`src/design/fma_pkg.sv`:
```
/*
 * Binary16 FMA package with format constants, datapath widths,
 * operand class, operation and status types, canonical NaN
 */
`default_nettype none

package fma_pkg;

  // ----------------------------------------------------------
  // Format and datapath constants
  // ----------------------------------------------------------
  localparam int EXP_BITS = 5;
  localparam int MAN_BITS = 10;
  localparam int BIAS     = 15;
  localparam int WIDTH    = 1 + EXP_BITS + MAN_BITS;

  localparam int PREC_BITS       = MAN_BITS + 1;              // Implicit bit included
  localparam int EXP_WIDTH       = EXP_BITS + 2;              // Signed, holds product range
  localparam int SUM_WIDTH       = 3 * PREC_BITS + 4;         // Aligned adder incl. G/R
  localparam int LOWER_SUM_WIDTH = 2 * PREC_BITS + 3;         // Part searched for leading zeros
  localparam int LZC_WIDTH       = $clog2(LOWER_SUM_WIDTH);
  localparam int SHIFT_WIDTH     = $clog2(SUM_WIDTH + 1);     // Shift up to 3p+4

  typedef struct packed {
    logic                sign;
    logic [EXP_BITS-1:0] exponent;
    logic [MAN_BITS-1:0] mantissa;
  } fp_t;

  // Signalling is a sub-class of nan
  typedef struct packed {
    logic is_normal;
    logic is_subnormal;
    logic is_zero;
    logic is_inf;
    logic is_nan;
    logic is_signalling;
  } fp_info_t;

  typedef enum logic [1:0] {FMADD, FNMSUB, ADD, MUL} op_e;

  typedef struct packed {
    logic NV;  // Invalid operation
    logic OF;  // Overflow
    logic UF;  // Underflow
    logic NX;  // Inexact
  } status_t;

  localparam logic [WIDTH-1:0] QNAN = 16'h7E00;  // Canonical quiet NaN

endpackage

`default_nettype wire

```
`src/design/fma_operand_prep.sv`:
```
/*
 * Operand classification and operation-dependent operand adjustment
 */
`default_nettype none
`timescale 1ns/1ps

module fma_operand_prep import fma_pkg::*; (
  input  fp_t [2:0] operands_i,   // c, b, a from MSB down
  input  op_e       op_i,
  input  logic      op_mod_i,     // Inverts addend sign
  output fp_t       operand_a_o,
  output fp_t       operand_b_o,
  output fp_t       operand_c_o,
  output fp_info_t  info_a_o,
  output fp_info_t  info_b_o,
  output fp_info_t  info_c_o
);

  fp_info_t [2:0] info;

  function automatic fp_info_t classify(input fp_t value);
    fp_info_t cls;
    logic     exp_zero;
    logic     exp_ones;
    logic     man_zero;
    exp_zero          = (value.exponent == '0);
    exp_ones          = (&value.exponent);
    man_zero          = (value.mantissa == '0);
    cls.is_normal     = !exp_zero && !exp_ones;
    cls.is_subnormal  = exp_zero && !man_zero;
    cls.is_zero       = exp_zero && man_zero;
    cls.is_inf        = exp_ones && man_zero;
    cls.is_nan        = exp_ones && !man_zero;
    cls.is_signalling = cls.is_nan && !value.mantissa[MAN_BITS-1];  // Quiet bit clear
    return cls;
  endfunction

  always_comb begin : classify_ops
    for (int i = 0; i < 3; i++) begin
      info[i] = classify(operands_i[i]);
    end
  end

  // FMADD none, FNMSUB negates a, ADD sets a to +1.0, MUL sets c to -0
  always_comb begin : op_select
    operand_a_o      = operands_i[0];
    operand_b_o      = operands_i[1];
    operand_c_o      = operands_i[2];
    info_a_o         = info[0];
    info_b_o         = info[1];
    info_c_o         = info[2];
    operand_c_o.sign = operands_i[2].sign ^ op_mod_i;  // Gives FMSUB, FNMADD, SUB
    unique case (op_i)
      FMADD:  ;  // Operands unchanged
      FNMSUB: operand_a_o.sign = ~operands_i[0].sign;
      ADD: begin
        operand_a_o = '{sign: 1'b0, exponent: EXP_BITS'(BIAS), mantissa: '0};
        info_a_o    = '{is_normal: 1'b1, default: 1'b0};
      end
      MUL: begin
        operand_c_o = '{sign: 1'b1, exponent: '0, mantissa: '0};  // -0 keeps +0 products exact
        info_c_o    = '{is_zero: 1'b1, default: 1'b0};
      end
    endcase
  end

endmodule

`default_nettype wire

```
`src/design/fma_product_path.sv`:
```
/*
 * Mantissa multiplier and biased product exponent
 */
`default_nettype none
`timescale 1ns/1ps

module fma_product_path import fma_pkg::*; (
  input  fp_t                         operand_a_i,
  input  fp_t                         operand_b_i,
  input  fp_info_t                    info_a_i,
  input  fp_info_t                    info_b_i,
  output logic [SUM_WIDTH-1:0]        product_shifted_o,
  output logic signed [EXP_WIDTH-1:0] exponent_product_o,
  output logic                        tentative_sign_o
);

  logic [PREC_BITS-1:0]   mantissa_a, mantissa_b;
  logic [2*PREC_BITS-1:0] product;
  logic [EXP_WIDTH-1:0]   exponent_a, exponent_b;

  assign mantissa_a = {info_a_i.is_normal, operand_a_i.mantissa};  // Restore implicit bit
  assign mantissa_b = {info_b_i.is_normal, operand_b_i.mantissa};
  assign product    = mantissa_a * mantissa_b;

  // Layout | 0 (p+2) | product (2p) | RS |
  assign product_shifted_o = SUM_WIDTH'(product) << 2;

  // Subnormals count as encoded exponent 1
  assign exponent_a = EXP_WIDTH'(operand_a_i.exponent) + EXP_WIDTH'(info_a_i.is_subnormal);
  assign exponent_b = EXP_WIDTH'(operand_b_i.exponent) + EXP_WIDTH'(info_b_i.is_subnormal);

  assign exponent_product_o = (info_a_i.is_zero || info_b_i.is_zero)
                              ? EXP_WIDTH'(2 - BIAS)                     // Minimum exponent
                              : exponent_a + exponent_b - EXP_WIDTH'(BIAS);
  assign tentative_sign_o   = operand_a_i.sign ^ operand_b_i.sign;      // Product sign

endmodule

`default_nettype wire

```
`src/design/fma_addend_align.sv`:
```
/*
 * Addend alignment against the product, sticky collection and
 * inversion for effective subtraction
 */
`default_nettype none
`timescale 1ns/1ps

module fma_addend_align import fma_pkg::*; (
  input  fp_t                         operand_c_i,
  input  fp_info_t                    info_c_i,
  input  logic signed [EXP_WIDTH-1:0] exponent_product_i,
  input  logic                        product_sign_i,
  output logic [SUM_WIDTH-1:0]        addend_shifted_o,
  output logic [SHIFT_WIDTH-1:0]      addend_shamt_o,
  output logic signed [EXP_WIDTH-1:0] exponent_difference_o,
  output logic signed [EXP_WIDTH-1:0] tentative_exponent_o,
  output logic                        sticky_before_add_o,
  output logic                        inject_carry_o,
  output logic                        effective_sub_o
);

  logic signed [EXP_WIDTH-1:0]    exponent_addend;
  logic [SUM_WIDTH+PREC_BITS-1:0] addend_wide;   // Kept bits plus up to p sticky bits
  logic [SUM_WIDTH-1:0]           addend_after_shift;

  assign effective_sub_o       = product_sign_i ^ operand_c_i.sign;
  assign exponent_addend       = EXP_WIDTH'(operand_c_i.exponent) + EXP_WIDTH'(!info_c_i.is_normal);
  assign exponent_difference_o = exponent_addend - exponent_product_i;
  assign tentative_exponent_o  = (exponent_difference_o > 0) ? exponent_addend : exponent_product_i;

  always_comb begin : shift_amount
    if (exponent_difference_o <= -2 * PREC_BITS - 1) begin
      addend_shamt_o = SHIFT_WIDTH'(SUM_WIDTH);  // Product-anchored, addend only sticky
    end else if (exponent_difference_o <= PREC_BITS + 2) begin
      addend_shamt_o = SHIFT_WIDTH'(PREC_BITS + 3 - exponent_difference_o);  // Overlap
    end else begin
      addend_shamt_o = '0;  // Addend-anchored
    end
  end

  // ----------------------------------------------------------
  // Shift, sticky and inversion
  // ----------------------------------------------------------
  assign addend_wide = {{info_c_i.is_normal, operand_c_i.mantissa}, {SUM_WIDTH{1'b0}}}
                       >> addend_shamt_o;
  assign addend_after_shift  = addend_wide[SUM_WIDTH+PREC_BITS-1:PREC_BITS];
  assign sticky_before_add_o = |addend_wide[PREC_BITS-1:0];
  assign addend_shifted_o    = effective_sub_o ? ~addend_after_shift : addend_after_shift;
  assign inject_carry_o      = effective_sub_o & ~sticky_before_add_o;  // Completes 2's compl.

endmodule

`default_nettype wire

```
`src/design/fma_special_case.sv`:
```
/*
 * NaN, infinity and invalid-combination detection with bypass result
 */
`default_nettype none
`timescale 1ns/1ps

module fma_special_case import fma_pkg::*; (
  input  fp_t      operand_a_i,
  input  fp_t      operand_b_i,
  input  fp_t      operand_c_i,
  input  fp_info_t info_a_i,
  input  fp_info_t info_b_i,
  input  fp_info_t info_c_i,
  output logic     result_is_special_o,
  output fp_t      special_result_o,
  output status_t  special_status_o
);

  logic any_nan, any_sig_nan, product_inf, effective_sub;

  assign any_nan       = info_a_i.is_nan | info_b_i.is_nan | info_c_i.is_nan;
  assign any_sig_nan   = info_a_i.is_signalling | info_b_i.is_signalling |
                         info_c_i.is_signalling;
  assign product_inf   = info_a_i.is_inf | info_b_i.is_inf;
  assign effective_sub = operand_a_i.sign ^ operand_b_i.sign ^ operand_c_i.sign;

  always_comb begin : special_rules
    result_is_special_o = 1'b1;
    special_result_o    = QNAN;
    special_status_o    = '0;
    if ((info_a_i.is_inf && info_b_i.is_zero) || (info_a_i.is_zero && info_b_i.is_inf)) begin
      special_status_o.NV = 1'b1;  // inf x 0, even with a quiet NaN addend
    end else if (any_nan) begin
      special_status_o.NV = any_sig_nan;
    end else if (product_inf && info_c_i.is_inf && effective_sub) begin
      special_status_o.NV = 1'b1;  // inf - inf
    end else if (product_inf) begin
      special_result_o    = '{sign: operand_a_i.sign ^ operand_b_i.sign, exponent: '1,
                              mantissa: '0};
      special_status_o.OF = 1'b1;
      special_status_o.NX = 1'b1;
    end else if (info_c_i.is_inf) begin
      special_result_o    = '{sign: operand_c_i.sign, exponent: '1, mantissa: '0};
      special_status_o.OF = 1'b1;
      special_status_o.NX = 1'b1;
    end else begin
      result_is_special_o = 1'b0;  // Regular datapath result
    end
  end

endmodule

`default_nettype wire

```
`src/design/fma_normalize_round.sv`:
```
/*
 * Pipeline stage with valid/ready handshake, followed by the adder,
 * leading-zero normalisation, RNE rounding, flags and result select
 */
`default_nettype none
`timescale 1ns/1ps

module fma_normalize_round import fma_pkg::*; #(
  parameter int TagWidth = 4
) (
  input  logic                        clk_i,
  input  logic                        rst_n_i,
  input  logic [SUM_WIDTH-1:0]        product_shifted_i,
  input  logic signed [EXP_WIDTH-1:0] exponent_product_i,
  input  logic                        tentative_sign_i,
  input  logic [SUM_WIDTH-1:0]        addend_shifted_i,
  input  logic [SHIFT_WIDTH-1:0]      addend_shamt_i,
  input  logic signed [EXP_WIDTH-1:0] exponent_difference_i,
  input  logic signed [EXP_WIDTH-1:0] tentative_exponent_i,
  input  logic                        sticky_before_add_i,
  input  logic                        inject_carry_i,
  input  logic                        effective_sub_i,
  input  logic                        result_is_special_i,
  input  fp_t                         special_result_i,
  input  status_t                     special_status_i,
  input  logic [TagWidth-1:0]         tag_i,
  input  logic                        in_valid_i,
  output logic                        in_ready_o,
  output fp_t                         result_o,
  output status_t                     status_o,
  output logic [TagWidth-1:0]         tag_o,
  output logic                        out_valid_o,
  input  logic                        out_ready_i
);

  // ----------------------------------------------------------
  // Stage register
  // ----------------------------------------------------------
  logic                        valid_q, eff_sub_q, tent_sign_q, sticky_q, carry_q, special_q;
  logic [SUM_WIDTH-1:0]        product_q, addend_q;
  logic signed [EXP_WIDTH-1:0] exp_prod_q, exp_diff_q, tent_exp_q;
  logic [SHIFT_WIDTH-1:0]      shamt_q;
  fp_t                         special_result_q;
  status_t                     special_status_q;
  logic [TagWidth-1:0]         tag_q;

  assign in_ready_o  = ~valid_q | out_ready_i;  // Empty, or content leaves now
  assign out_valid_o = valid_q;

  always_ff @(posedge clk_i) begin
    if (!rst_n_i) begin
      valid_q <= 1'b0;
    end else if (in_ready_o) begin
      valid_q <= in_valid_i;
    end
  end

  always_ff @(posedge clk_i) begin
    if (in_valid_i && in_ready_o) begin
      product_q        <= product_shifted_i;
      addend_q         <= addend_shifted_i;
      exp_prod_q       <= exponent_product_i;
      exp_diff_q       <= exponent_difference_i;
      tent_exp_q       <= tentative_exponent_i;
      shamt_q          <= addend_shamt_i;
      eff_sub_q        <= effective_sub_i;
      tent_sign_q      <= tentative_sign_i;
      sticky_q         <= sticky_before_add_i;
      carry_q          <= inject_carry_i;
      special_q        <= result_is_special_i;
      special_result_q <= special_result_i;
      special_status_q <= special_status_i;
      tag_q            <= tag_i;
    end
  end

  // ----------------------------------------------------------
  // Adder and normalisation
  // ----------------------------------------------------------
  logic [SUM_WIDTH:0]           sum_raw, sum_shifted;
  logic [SUM_WIDTH-1:0]         sum;
  logic                         final_sign, lz_empty;
  logic [LZC_WIDTH-1:0]         lz_count;
  logic signed [LZC_WIDTH:0]    lz_count_sgn;
  logic [SHIFT_WIDTH-1:0]       norm_shamt;
  logic signed [EXP_WIDTH-1:0]  norm_exp, final_exp;
  logic [PREC_BITS:0]           final_man;    // Mantissa with round bit
  logic [LOWER_SUM_WIDTH-1:0]   sum_sticky;

  assign sum_raw = {1'b0, product_q} + {1'b0, addend_q} + (SUM_WIDTH+1)'(carry_q);
  // No carry under subtraction means a negative sum
  assign sum = (eff_sub_q && !sum_raw[SUM_WIDTH]) ? -sum_raw[SUM_WIDTH-1:0]
                                                  : sum_raw[SUM_WIDTH-1:0];
  assign final_sign = eff_sub_q ? (sum_raw[SUM_WIDTH] == tent_sign_q) : tent_sign_q;

  always_comb begin : lzc
    lz_count = '0;
    lz_empty = 1'b1;
    for (int i = 0; i < LOWER_SUM_WIDTH; i++) begin
      if (sum[i]) begin  // Highest set bit wins
        lz_count = LZC_WIDTH'(LOWER_SUM_WIDTH - 1 - i);
        lz_empty = 1'b0;
      end
    end
  end
  assign lz_count_sgn = signed'({1'b0, lz_count});

  always_comb begin : norm_shift
    if ((exp_diff_q <= 0) || (eff_sub_q && (exp_diff_q <= 2))) begin
      if ((exp_prod_q - lz_count_sgn + 1 >= 0) && !lz_empty) begin
        norm_shamt = SHIFT_WIDTH'(PREC_BITS + 2 + lz_count);           // Normal result
        norm_exp   = EXP_WIDTH'(exp_prod_q - lz_count_sgn + 1);
      end else begin
        norm_shamt = SHIFT_WIDTH'(PREC_BITS + 2 + exp_prod_q);         // Subnormal, capped
        norm_exp   = '0;
      end
    end else begin
      norm_shamt = shamt_q;  // Addend-anchored, undo alignment
      norm_exp   = tent_exp_q;
    end
  end

  assign sum_shifted = (SUM_WIDTH+1)'(sum) << norm_shamt;

  always_comb begin : small_norm
    {final_man, sum_sticky} = sum_shifted[SUM_WIDTH-1:0];
    final_exp               = norm_exp;
    if (sum_shifted[SUM_WIDTH]) begin
      {final_man, sum_sticky} = sum_shifted[SUM_WIDTH:1];  // Carry out, shift right
      final_exp               = EXP_WIDTH'(norm_exp + 1);
    end else if (sum_shifted[SUM_WIDTH-1]) begin
      final_exp = norm_exp;  // Already normalised
    end else if (norm_exp > 1) begin
      {final_man, sum_sticky} = {sum_shifted[SUM_WIDTH-2:0], 1'b0};
      final_exp               = EXP_WIDTH'(norm_exp - 1);
    end else begin
      final_exp = '0;        // Stays subnormal
    end
  end

  // ----------------------------------------------------------
  // Rounding, flags and result select
  // ----------------------------------------------------------
  logic                         of_before, of_after, uf_after, result_zero, round_up;
  logic [1:0]                   round_sticky;
  logic [EXP_BITS+MAN_BITS-1:0] pre_round_abs, rounded_abs;
  fp_t                          regular_result;
  status_t                      regular_status;

  assign of_before     = final_exp >= 2**EXP_BITS - 1;
  assign pre_round_abs = of_before ? {EXP_BITS'(2**EXP_BITS - 2), {MAN_BITS{1'b1}}}  // Max normal
                                   : {final_exp[EXP_BITS-1:0], final_man[MAN_BITS:1]};
  assign round_sticky  = of_before ? 2'b11 : {final_man[0], (|sum_sticky) | sticky_q};

  assign round_up    = round_sticky[1] & (round_sticky[0] | pre_round_abs[0]);  // Ties to even
  assign rounded_abs = pre_round_abs + (EXP_BITS+MAN_BITS)'(round_up);
  assign result_zero = (pre_round_abs == '0) && (round_sticky == 2'b00);
  assign uf_after    = rounded_abs[EXP_BITS+MAN_BITS-1:MAN_BITS] == '0;
  assign of_after    = &rounded_abs[EXP_BITS+MAN_BITS-1:MAN_BITS];

  // Exact cancellation gives +0
  assign regular_result = {(result_zero && eff_sub_q) ? 1'b0 : final_sign, rounded_abs};
  assign regular_status = '{NV: 1'b0,
                            OF: of_before | of_after,
                            UF: uf_after & ~result_zero,
                            NX: (|round_sticky) | of_before | of_after};

  assign result_o = special_q ? special_result_q : regular_result;
  assign status_o = special_q ? special_status_q : regular_status;
  assign tag_o    = tag_q;

  // Held item must not change under back-pressure
  assert property (@(posedge clk_i) disable iff (!rst_n_i)
    out_valid_o && !out_ready_i |=> out_valid_o && $stable(result_o) && $stable(status_o)
                                    && $stable(tag_o))
    else $error("output payload changed while stalled");

endmodule

`default_nettype wire

```
`src/design/fma_unit.sv`:
```
/*
 * Binary16 FMA top level with one pipeline stage
 */
`default_nettype none
`timescale 1ns/1ps

module fma_unit import fma_pkg::*; #(
  parameter int TagWidth = 4
) (
  input  logic                clk_i,
  input  logic                rst_n_i,
  input  fp_t [2:0]           operands_i,
  input  op_e                 op_i,
  input  logic                op_mod_i,
  input  logic [TagWidth-1:0] tag_i,
  input  logic                in_valid_i,
  output logic                in_ready_o,
  output fp_t                 result_o,
  output status_t             status_o,
  output logic [TagWidth-1:0] tag_o,
  output logic                out_valid_o,
  input  logic                out_ready_i
);

  fp_t                         operand_a, operand_b, operand_c, special_result;
  fp_info_t                    info_a, info_b, info_c;
  logic [SUM_WIDTH-1:0]        product_shifted, addend_shifted;
  logic signed [EXP_WIDTH-1:0] exponent_product, exponent_difference, tentative_exponent;
  logic [SHIFT_WIDTH-1:0]      addend_shamt;
  logic                        tentative_sign, sticky_before_add, inject_carry, effective_sub;
  logic                        result_is_special;
  status_t                     special_status;

  fma_operand_prep u_prep (
    .operands_i, .op_i, .op_mod_i,
    .operand_a_o (operand_a), .operand_b_o (operand_b), .operand_c_o (operand_c),
    .info_a_o    (info_a),    .info_b_o    (info_b),    .info_c_o    (info_c)
  );

  fma_product_path u_product (
    .operand_a_i        (operand_a),       .operand_b_i      (operand_b),
    .info_a_i           (info_a),          .info_b_i         (info_b),
    .product_shifted_o  (product_shifted),
    .exponent_product_o (exponent_product),
    .tentative_sign_o   (tentative_sign)
  );

  fma_addend_align u_align (
    .operand_c_i           (operand_c),           .info_c_i (info_c),
    .exponent_product_i    (exponent_product),    .product_sign_i (tentative_sign),
    .addend_shifted_o      (addend_shifted),      .addend_shamt_o (addend_shamt),
    .exponent_difference_o (exponent_difference),
    .tentative_exponent_o  (tentative_exponent),
    .sticky_before_add_o   (sticky_before_add),   .inject_carry_o (inject_carry),
    .effective_sub_o       (effective_sub)
  );

  fma_special_case u_special (
    .operand_a_i (operand_a), .operand_b_i (operand_b), .operand_c_i (operand_c),
    .info_a_i    (info_a),    .info_b_i    (info_b),    .info_c_i    (info_c),
    .result_is_special_o (result_is_special),
    .special_result_o    (special_result),
    .special_status_o    (special_status)
  );

  fma_normalize_round #(.TagWidth(TagWidth)) u_back_end (
    .clk_i, .rst_n_i,
    .product_shifted_i     (product_shifted),     .exponent_product_i   (exponent_product),
    .tentative_sign_i      (tentative_sign),      .addend_shifted_i     (addend_shifted),
    .addend_shamt_i        (addend_shamt),        .exponent_difference_i (exponent_difference),
    .tentative_exponent_i  (tentative_exponent),  .sticky_before_add_i  (sticky_before_add),
    .inject_carry_i        (inject_carry),        .effective_sub_i      (effective_sub),
    .result_is_special_i   (result_is_special),   .special_result_i     (special_result),
    .special_status_i      (special_status),      .tag_i,
    .in_valid_i, .in_ready_o, .result_o, .status_o, .tag_o, .out_valid_o, .out_ready_i
  );

endmodule

`default_nettype wire

```
`config.mk`:
```
export PLATFORM = sky130hd
export DESIGN_NAME = fma_unit
export DESIGN_NICKNAME = d
export VERILOG_FILES = /design/src/design/fma_pkg.sv /design/src/design/fma_operand_prep.sv /design/src/design/fma_product_path.sv /design/src/design/fma_addend_align.sv /design/src/design/fma_special_case.sv /design/src/design/fma_normalize_round.sv /design/src/design/fma_unit.sv
export SDC_FILE = /design/constraint.sdc
export NUM_CORES = 1
export LEC_CHECK = 0
export ABC_AREA = 1
export BUFFER_PORTS_ARGS = -buffer_cell sky130_fd_sc_hd__buf_4
export CORE_ASPECT_RATIO = 1.25
export CORE_MARGIN = 2
export CORE_UTILIZATION = 51
export CTS_CLUSTER_SIZE = 8
export DETAILED_ROUTE_END_ITERATION = 10
export GPL_ROUTABILITY_DRIVEN = 1
export PLACE_DENSITY = 0.68
export SETUP_SLACK_MARGIN = 0.15
export SLEW_MARGIN = 30
export SYNTH_ARGS = -nofsm -noshare
export SYNTH_HDL_FRONTEND = slang
export SYNTH_HIERARCHICAL = 1
export SYNTH_SLANG_ARGS = --single-unit
```
`constraint.sdc`:
```
create_clock -name clk_i -period 11.6 [get_ports clk_i]
set_input_delay 0.58 -clock clk_i [delete_from_list [all_inputs] [get_ports clk_i]]
set_output_delay 0.58 -clock clk_i [all_outputs]
set_load 0.01 [all_outputs]
```
* Word level (Yosys, flattened, before mapping)
Cells that the tools add are included.
Widths: inputs -> output; s select.
** Cells by class
- $add $sub $neg :: 17
- $mul :: 1
- Div/mod/pow operators :: 0
- Magnitude comparators :: 8
- Equality and inequality tests :: 4
- Shifts and indexed selects :: 2
- Muxes and demuxes :: 86
- Bitwise gates (word level) :: 22
- Reductions and logical operators :: 64
** Operators with widths (number)
- $mux 5 :: 25
- $mux 25 :: 3
- $mux 37 :: 2
- $mux 16 :: 4
- $mux 7 :: 7
- $shr 48x6->48 :: 1
- $add 24x37->38 :: 1
- $add 38x1->38 :: 1
- $shl 37x6->38 :: 1
- $neg 37->37 :: 1
- $not 37->37 :: 1
- $mux 6 :: 6
- $mux 11 :: 3
- $add 32x2->32 const B :: 1
- $ge 32x1->1 const B :: 1
- $mux 1 :: 31
- $logic_not 10->1 :: 3
- $mux 15 :: 2
- $logic_and 1x1->1 :: 28
- $reduce_or 25->1 :: 1
- $mul 11x11->22 :: 1
- $logic_not 5->1 :: 4
- $reduce_and 5->1 :: 4
- $add 5x1->6 :: 3
- other kinds (35) :: 69
** Word-level totals
- Bits in registers :: 114
- Latch bits :: 0
- Bits in writable memories :: 0
- ROM bits :: 0
- Input port bits :: 59
- Output and inout port bits :: 26
- Memories :: 0

* Logic depth before layout (Yosys ltp)
- Depth after elaboration :: 49
- Gate-level depth with buffers :: 80
- Depth with buffers taken out :: 78

* Modules after synthesis
The synthesis kept the hierarchy.
** Modules (own cells, without submodules)
- fma_normalize_round :: times used 1, cells an instance 1719, area each 12107.9 sq um, seq. area each 3923.8 sq um
- fma_product_path :: times used 1, cells an instance 703, area each 4815.9 sq um, seq. area each 0.0 sq um
- fma_addend_align :: times used 1, cells an instance 436, area each 2372.3 sq um, seq. area each 0.0 sq um
- fma_operand_prep :: times used 1, cells an instance 162, area each 784.5 sq um, seq. area each 0.0 sq um
- fma_special_case :: times used 1, cells an instance 54, area each 315.3 sq um, seq. area each 0.0 sq um

* Worst setup path before layout
OpenSTA, ideal clock, no wires.
- Kind :: flip-flop to output port
- Start point :: register u_back_end.carry_q
- End point :: output status_o[0] (netlist bit)
- Arrival :: 7.713 ns
- Path slack :: 3.307 ns
- Stages on the path, launching flop included :: 70
- Cell sequence :: edfxtp_1 > inv_1 > fa_1 > inv_1 > fa_1 > inv_1 > ha_1 > nand3_4 > inv_2 > nand2_1 > nor2_1 > nand3_1 > or2_1 > nor2_4 > nand4_2 > nor2_2 > nand2_1 > nand2_1 > [34 not listed] > nand3_4 > buf_6 > a21oi_1 > a21oi_2 > nand3_1 > nand2_2 > nand2_4 > buf_6 > o31ai_1 > nand2_1 > clkinv_1 > nand2_1 > nand2_1 > nand2_1 > nand2_1 > nor2_1 > nand2_1 > a21oi_1
** RTL lines
- start: declaration :: line fma_normalize_round.sv:39 : logic valid_q, eff_sub_q, tent_sign_q, sticky_q, carry_q, special_q;
- start signal: assignment :: line fma_normalize_round.sv:69 : carry_q <= inject_carry_i;
- end: declaration :: line fma_unit.sv:19 : output status_t status_o,

==> run metrics <==
crit path kind reg2out; gate count of the mapped netlist 3070; Tot GR Track Use 27.70%; Hold WC Path Type in2reg; Area after DPL 20960 um^2; area grow syn2layout 6.441%; first-iteration detailed-routing DRC count 1280; number of core rows 81; crit-path max FO 26; Final Wtd Congestion 0.9755; final hold violation count 0; fin nets 3365; pin count of the biggest net entering global routing 83; Slowest-stage cell, CP fa_1; CP peak stage delay 0.45 ns; initial antenna violation count 0; CTS max path bufs 2; Clock transition at path regs 0.06 ns; root buffer cell clkbuf_16; DIE HEIGHT 227.5 um; Via-to-Cell Ratio 5.359; ant diodes 0; die width 182.8 um; startpoint class of the critical path flip-flop; setup_tns 0 ns; Worst Setup End Kind output pin; DRC viols 0; final core occ 55.16%; Syn Area/Cell 6.638 um^2; reg2reg setup slack 9.52 ns; Synthesis Warnings 6; unrepaired setup endpoints after global routing no; vias in the first global route 18620; post-route ant nets 0; Die Area 41580 um^2; status finished clean; core area 39320 um^2; Data arrival, critical path 10.03 ns; CTS Buf Count 17; Sink Count 131; Final Critical Period 10.61 ns; Worst Skew 0.01050 ns; final wirelength 57080 um; IO Port Bufs 84; Final setup viols 0; Final Cycle Share 91.51%; first-pass GRT wire length 92580 um; H-tree lvl count 4; fmax 0.09421 GHz; HPWL after DPL 47650 um; Slew @ Worst Pin 1.054 ns; # Max-Cap Violations 0; top-level I/O count 85; Slew Limit Fails 0; slew margin rel. 29.49%; Overflow after GRT 0; CTS tree built; share of layout cells above drive strength 1 10.92%; WHS 0.3272 ns; post-route cell area 21690 um^2; mapped cell area 20380 um^2; worst skew pair latency 0.42 ns; WP data required 11.02 ns; Routed WL per cell 15.88 um; 1st-pass router iterations 5; most used cell, CP nor2_1; Initial Utilization 51.83%; vias 19260
-- repair_timing --
item / 4_1_cts / 5_1_grt
hold buffers: 0 / 0
endpoints found under the setup margin: 4 / 19
buffers inserted: 0 / 11
pin swaps: 0 / 2
gates resized for setup: 2 / 14
gates cloned: 0 / 1
-- state kept, by name (all words and copies together) (netlist names) --
register                     cells
u_back_end/addend_q             37
u_back_end/carry_q               1
u_back_end/eff_sub_q             1
u_back_end/exp_diff_q            7
u_back_end/exp_prod_q            7
u_back_end/out_valid_o           1
u_back_end/product_q            37
u_back_end/shamt_q               6
u_back_end/special_q             1
u_back_end/special_result_q     16
u_back_end/special_status_q      4
u_back_end/sticky_q              1
u_back_end/tag_o                 4
u_back_end/tent_exp_q            7
u_back_end/tent_sign_q           1
-- placed cells by master (no fill, tap or decap), types with 9 or more instances in the layout --
master and n:
o31ai_1 10, o21bai_1 10, nand4_1 34, xor2_1 104
a21oi_2 10, clkbuf_16 17, nand3b_1 9, inv_1 455
inv_2 44, xnor2_1 17, buf_4 110, nor2_2 24
nor3_1 25, o21ai_0 82, a31oi_1 9, fa_1 86
edfxtp_1 130, o211ai_1 10, o21ai_1 41, nor2_1 234
nand3_2 16, nand3_1 309, o22ai_1 9, a21oi_1 93
nand2_1 869, conb_1 30, nand2_2 36, ha_1 137
-- final cells by class --
class | instances | area (um^2)
Timing Repair Buffer | 113 | 868.3
Clock inverter | 14 | 143.9
Fill cell | 3971 | 17630
Sequential cell | 131 | 3924
Multi-Input combinational cell | 2310 | 13760
Inverter | 509 | 1931
Timing Repair inverter | 1 | 5.005
Tap cell | 498 | 623.1
Clock buffer | 18 | 439.2
-- worst max-delay path, delay by kind of cell, from the launching register on --
family / cells / cell delay (ns)
xor gates and xnor gates: 1 / 0.21
AOI/OAI and AO/OA: 4 / 0.78
buffers and inverters: 13 / 1.49
adders and majority gates: 5 / 1.81
and+or+nand+nor: 38 / 4.98
DFF: 1 / 0.32
-- per-layer routing --
layer / up-vias / global-route usage [%] / share of wire [%]
met2: 493 / 51.50 / 51
li1: 9728 / - / -
met1: 8911 / 32.47 / 41
met3: 128 / 2.240 / 3.3
met5: - / 0 / 0
met4: 0 / 12.59 / 4.2
-- metrics by stage --
step / std cells / worst slack (ns)
after floorplan: 3097 / 3.307
after CTS: 3582 / 0.2512
final: 3594 / 0.9853
after global routing: 3594 / 0.1489
after detailed placement: 3550 / 0.4962
after global placement: 3550 / 0.4730
-- path summary, 6_finish.rpt --
check                               from                      end  depth (start not counted)
hold / removal                  tag_i[2]      u_back_end/tag_o[2]                          1
setup reg to reg  u_back_end/out_valid_o  u_back_end/product_q[4]                          3
setup / recovery      u_back_end/carry_q              status_o[0]                         61
hold reg to reg   u_back_end/out_valid_o   u_back_end/out_valid_o                          2
Power is not shown: default switching activity piles up to over one toggle a cycle in this logic, so the estimate is an artifact.
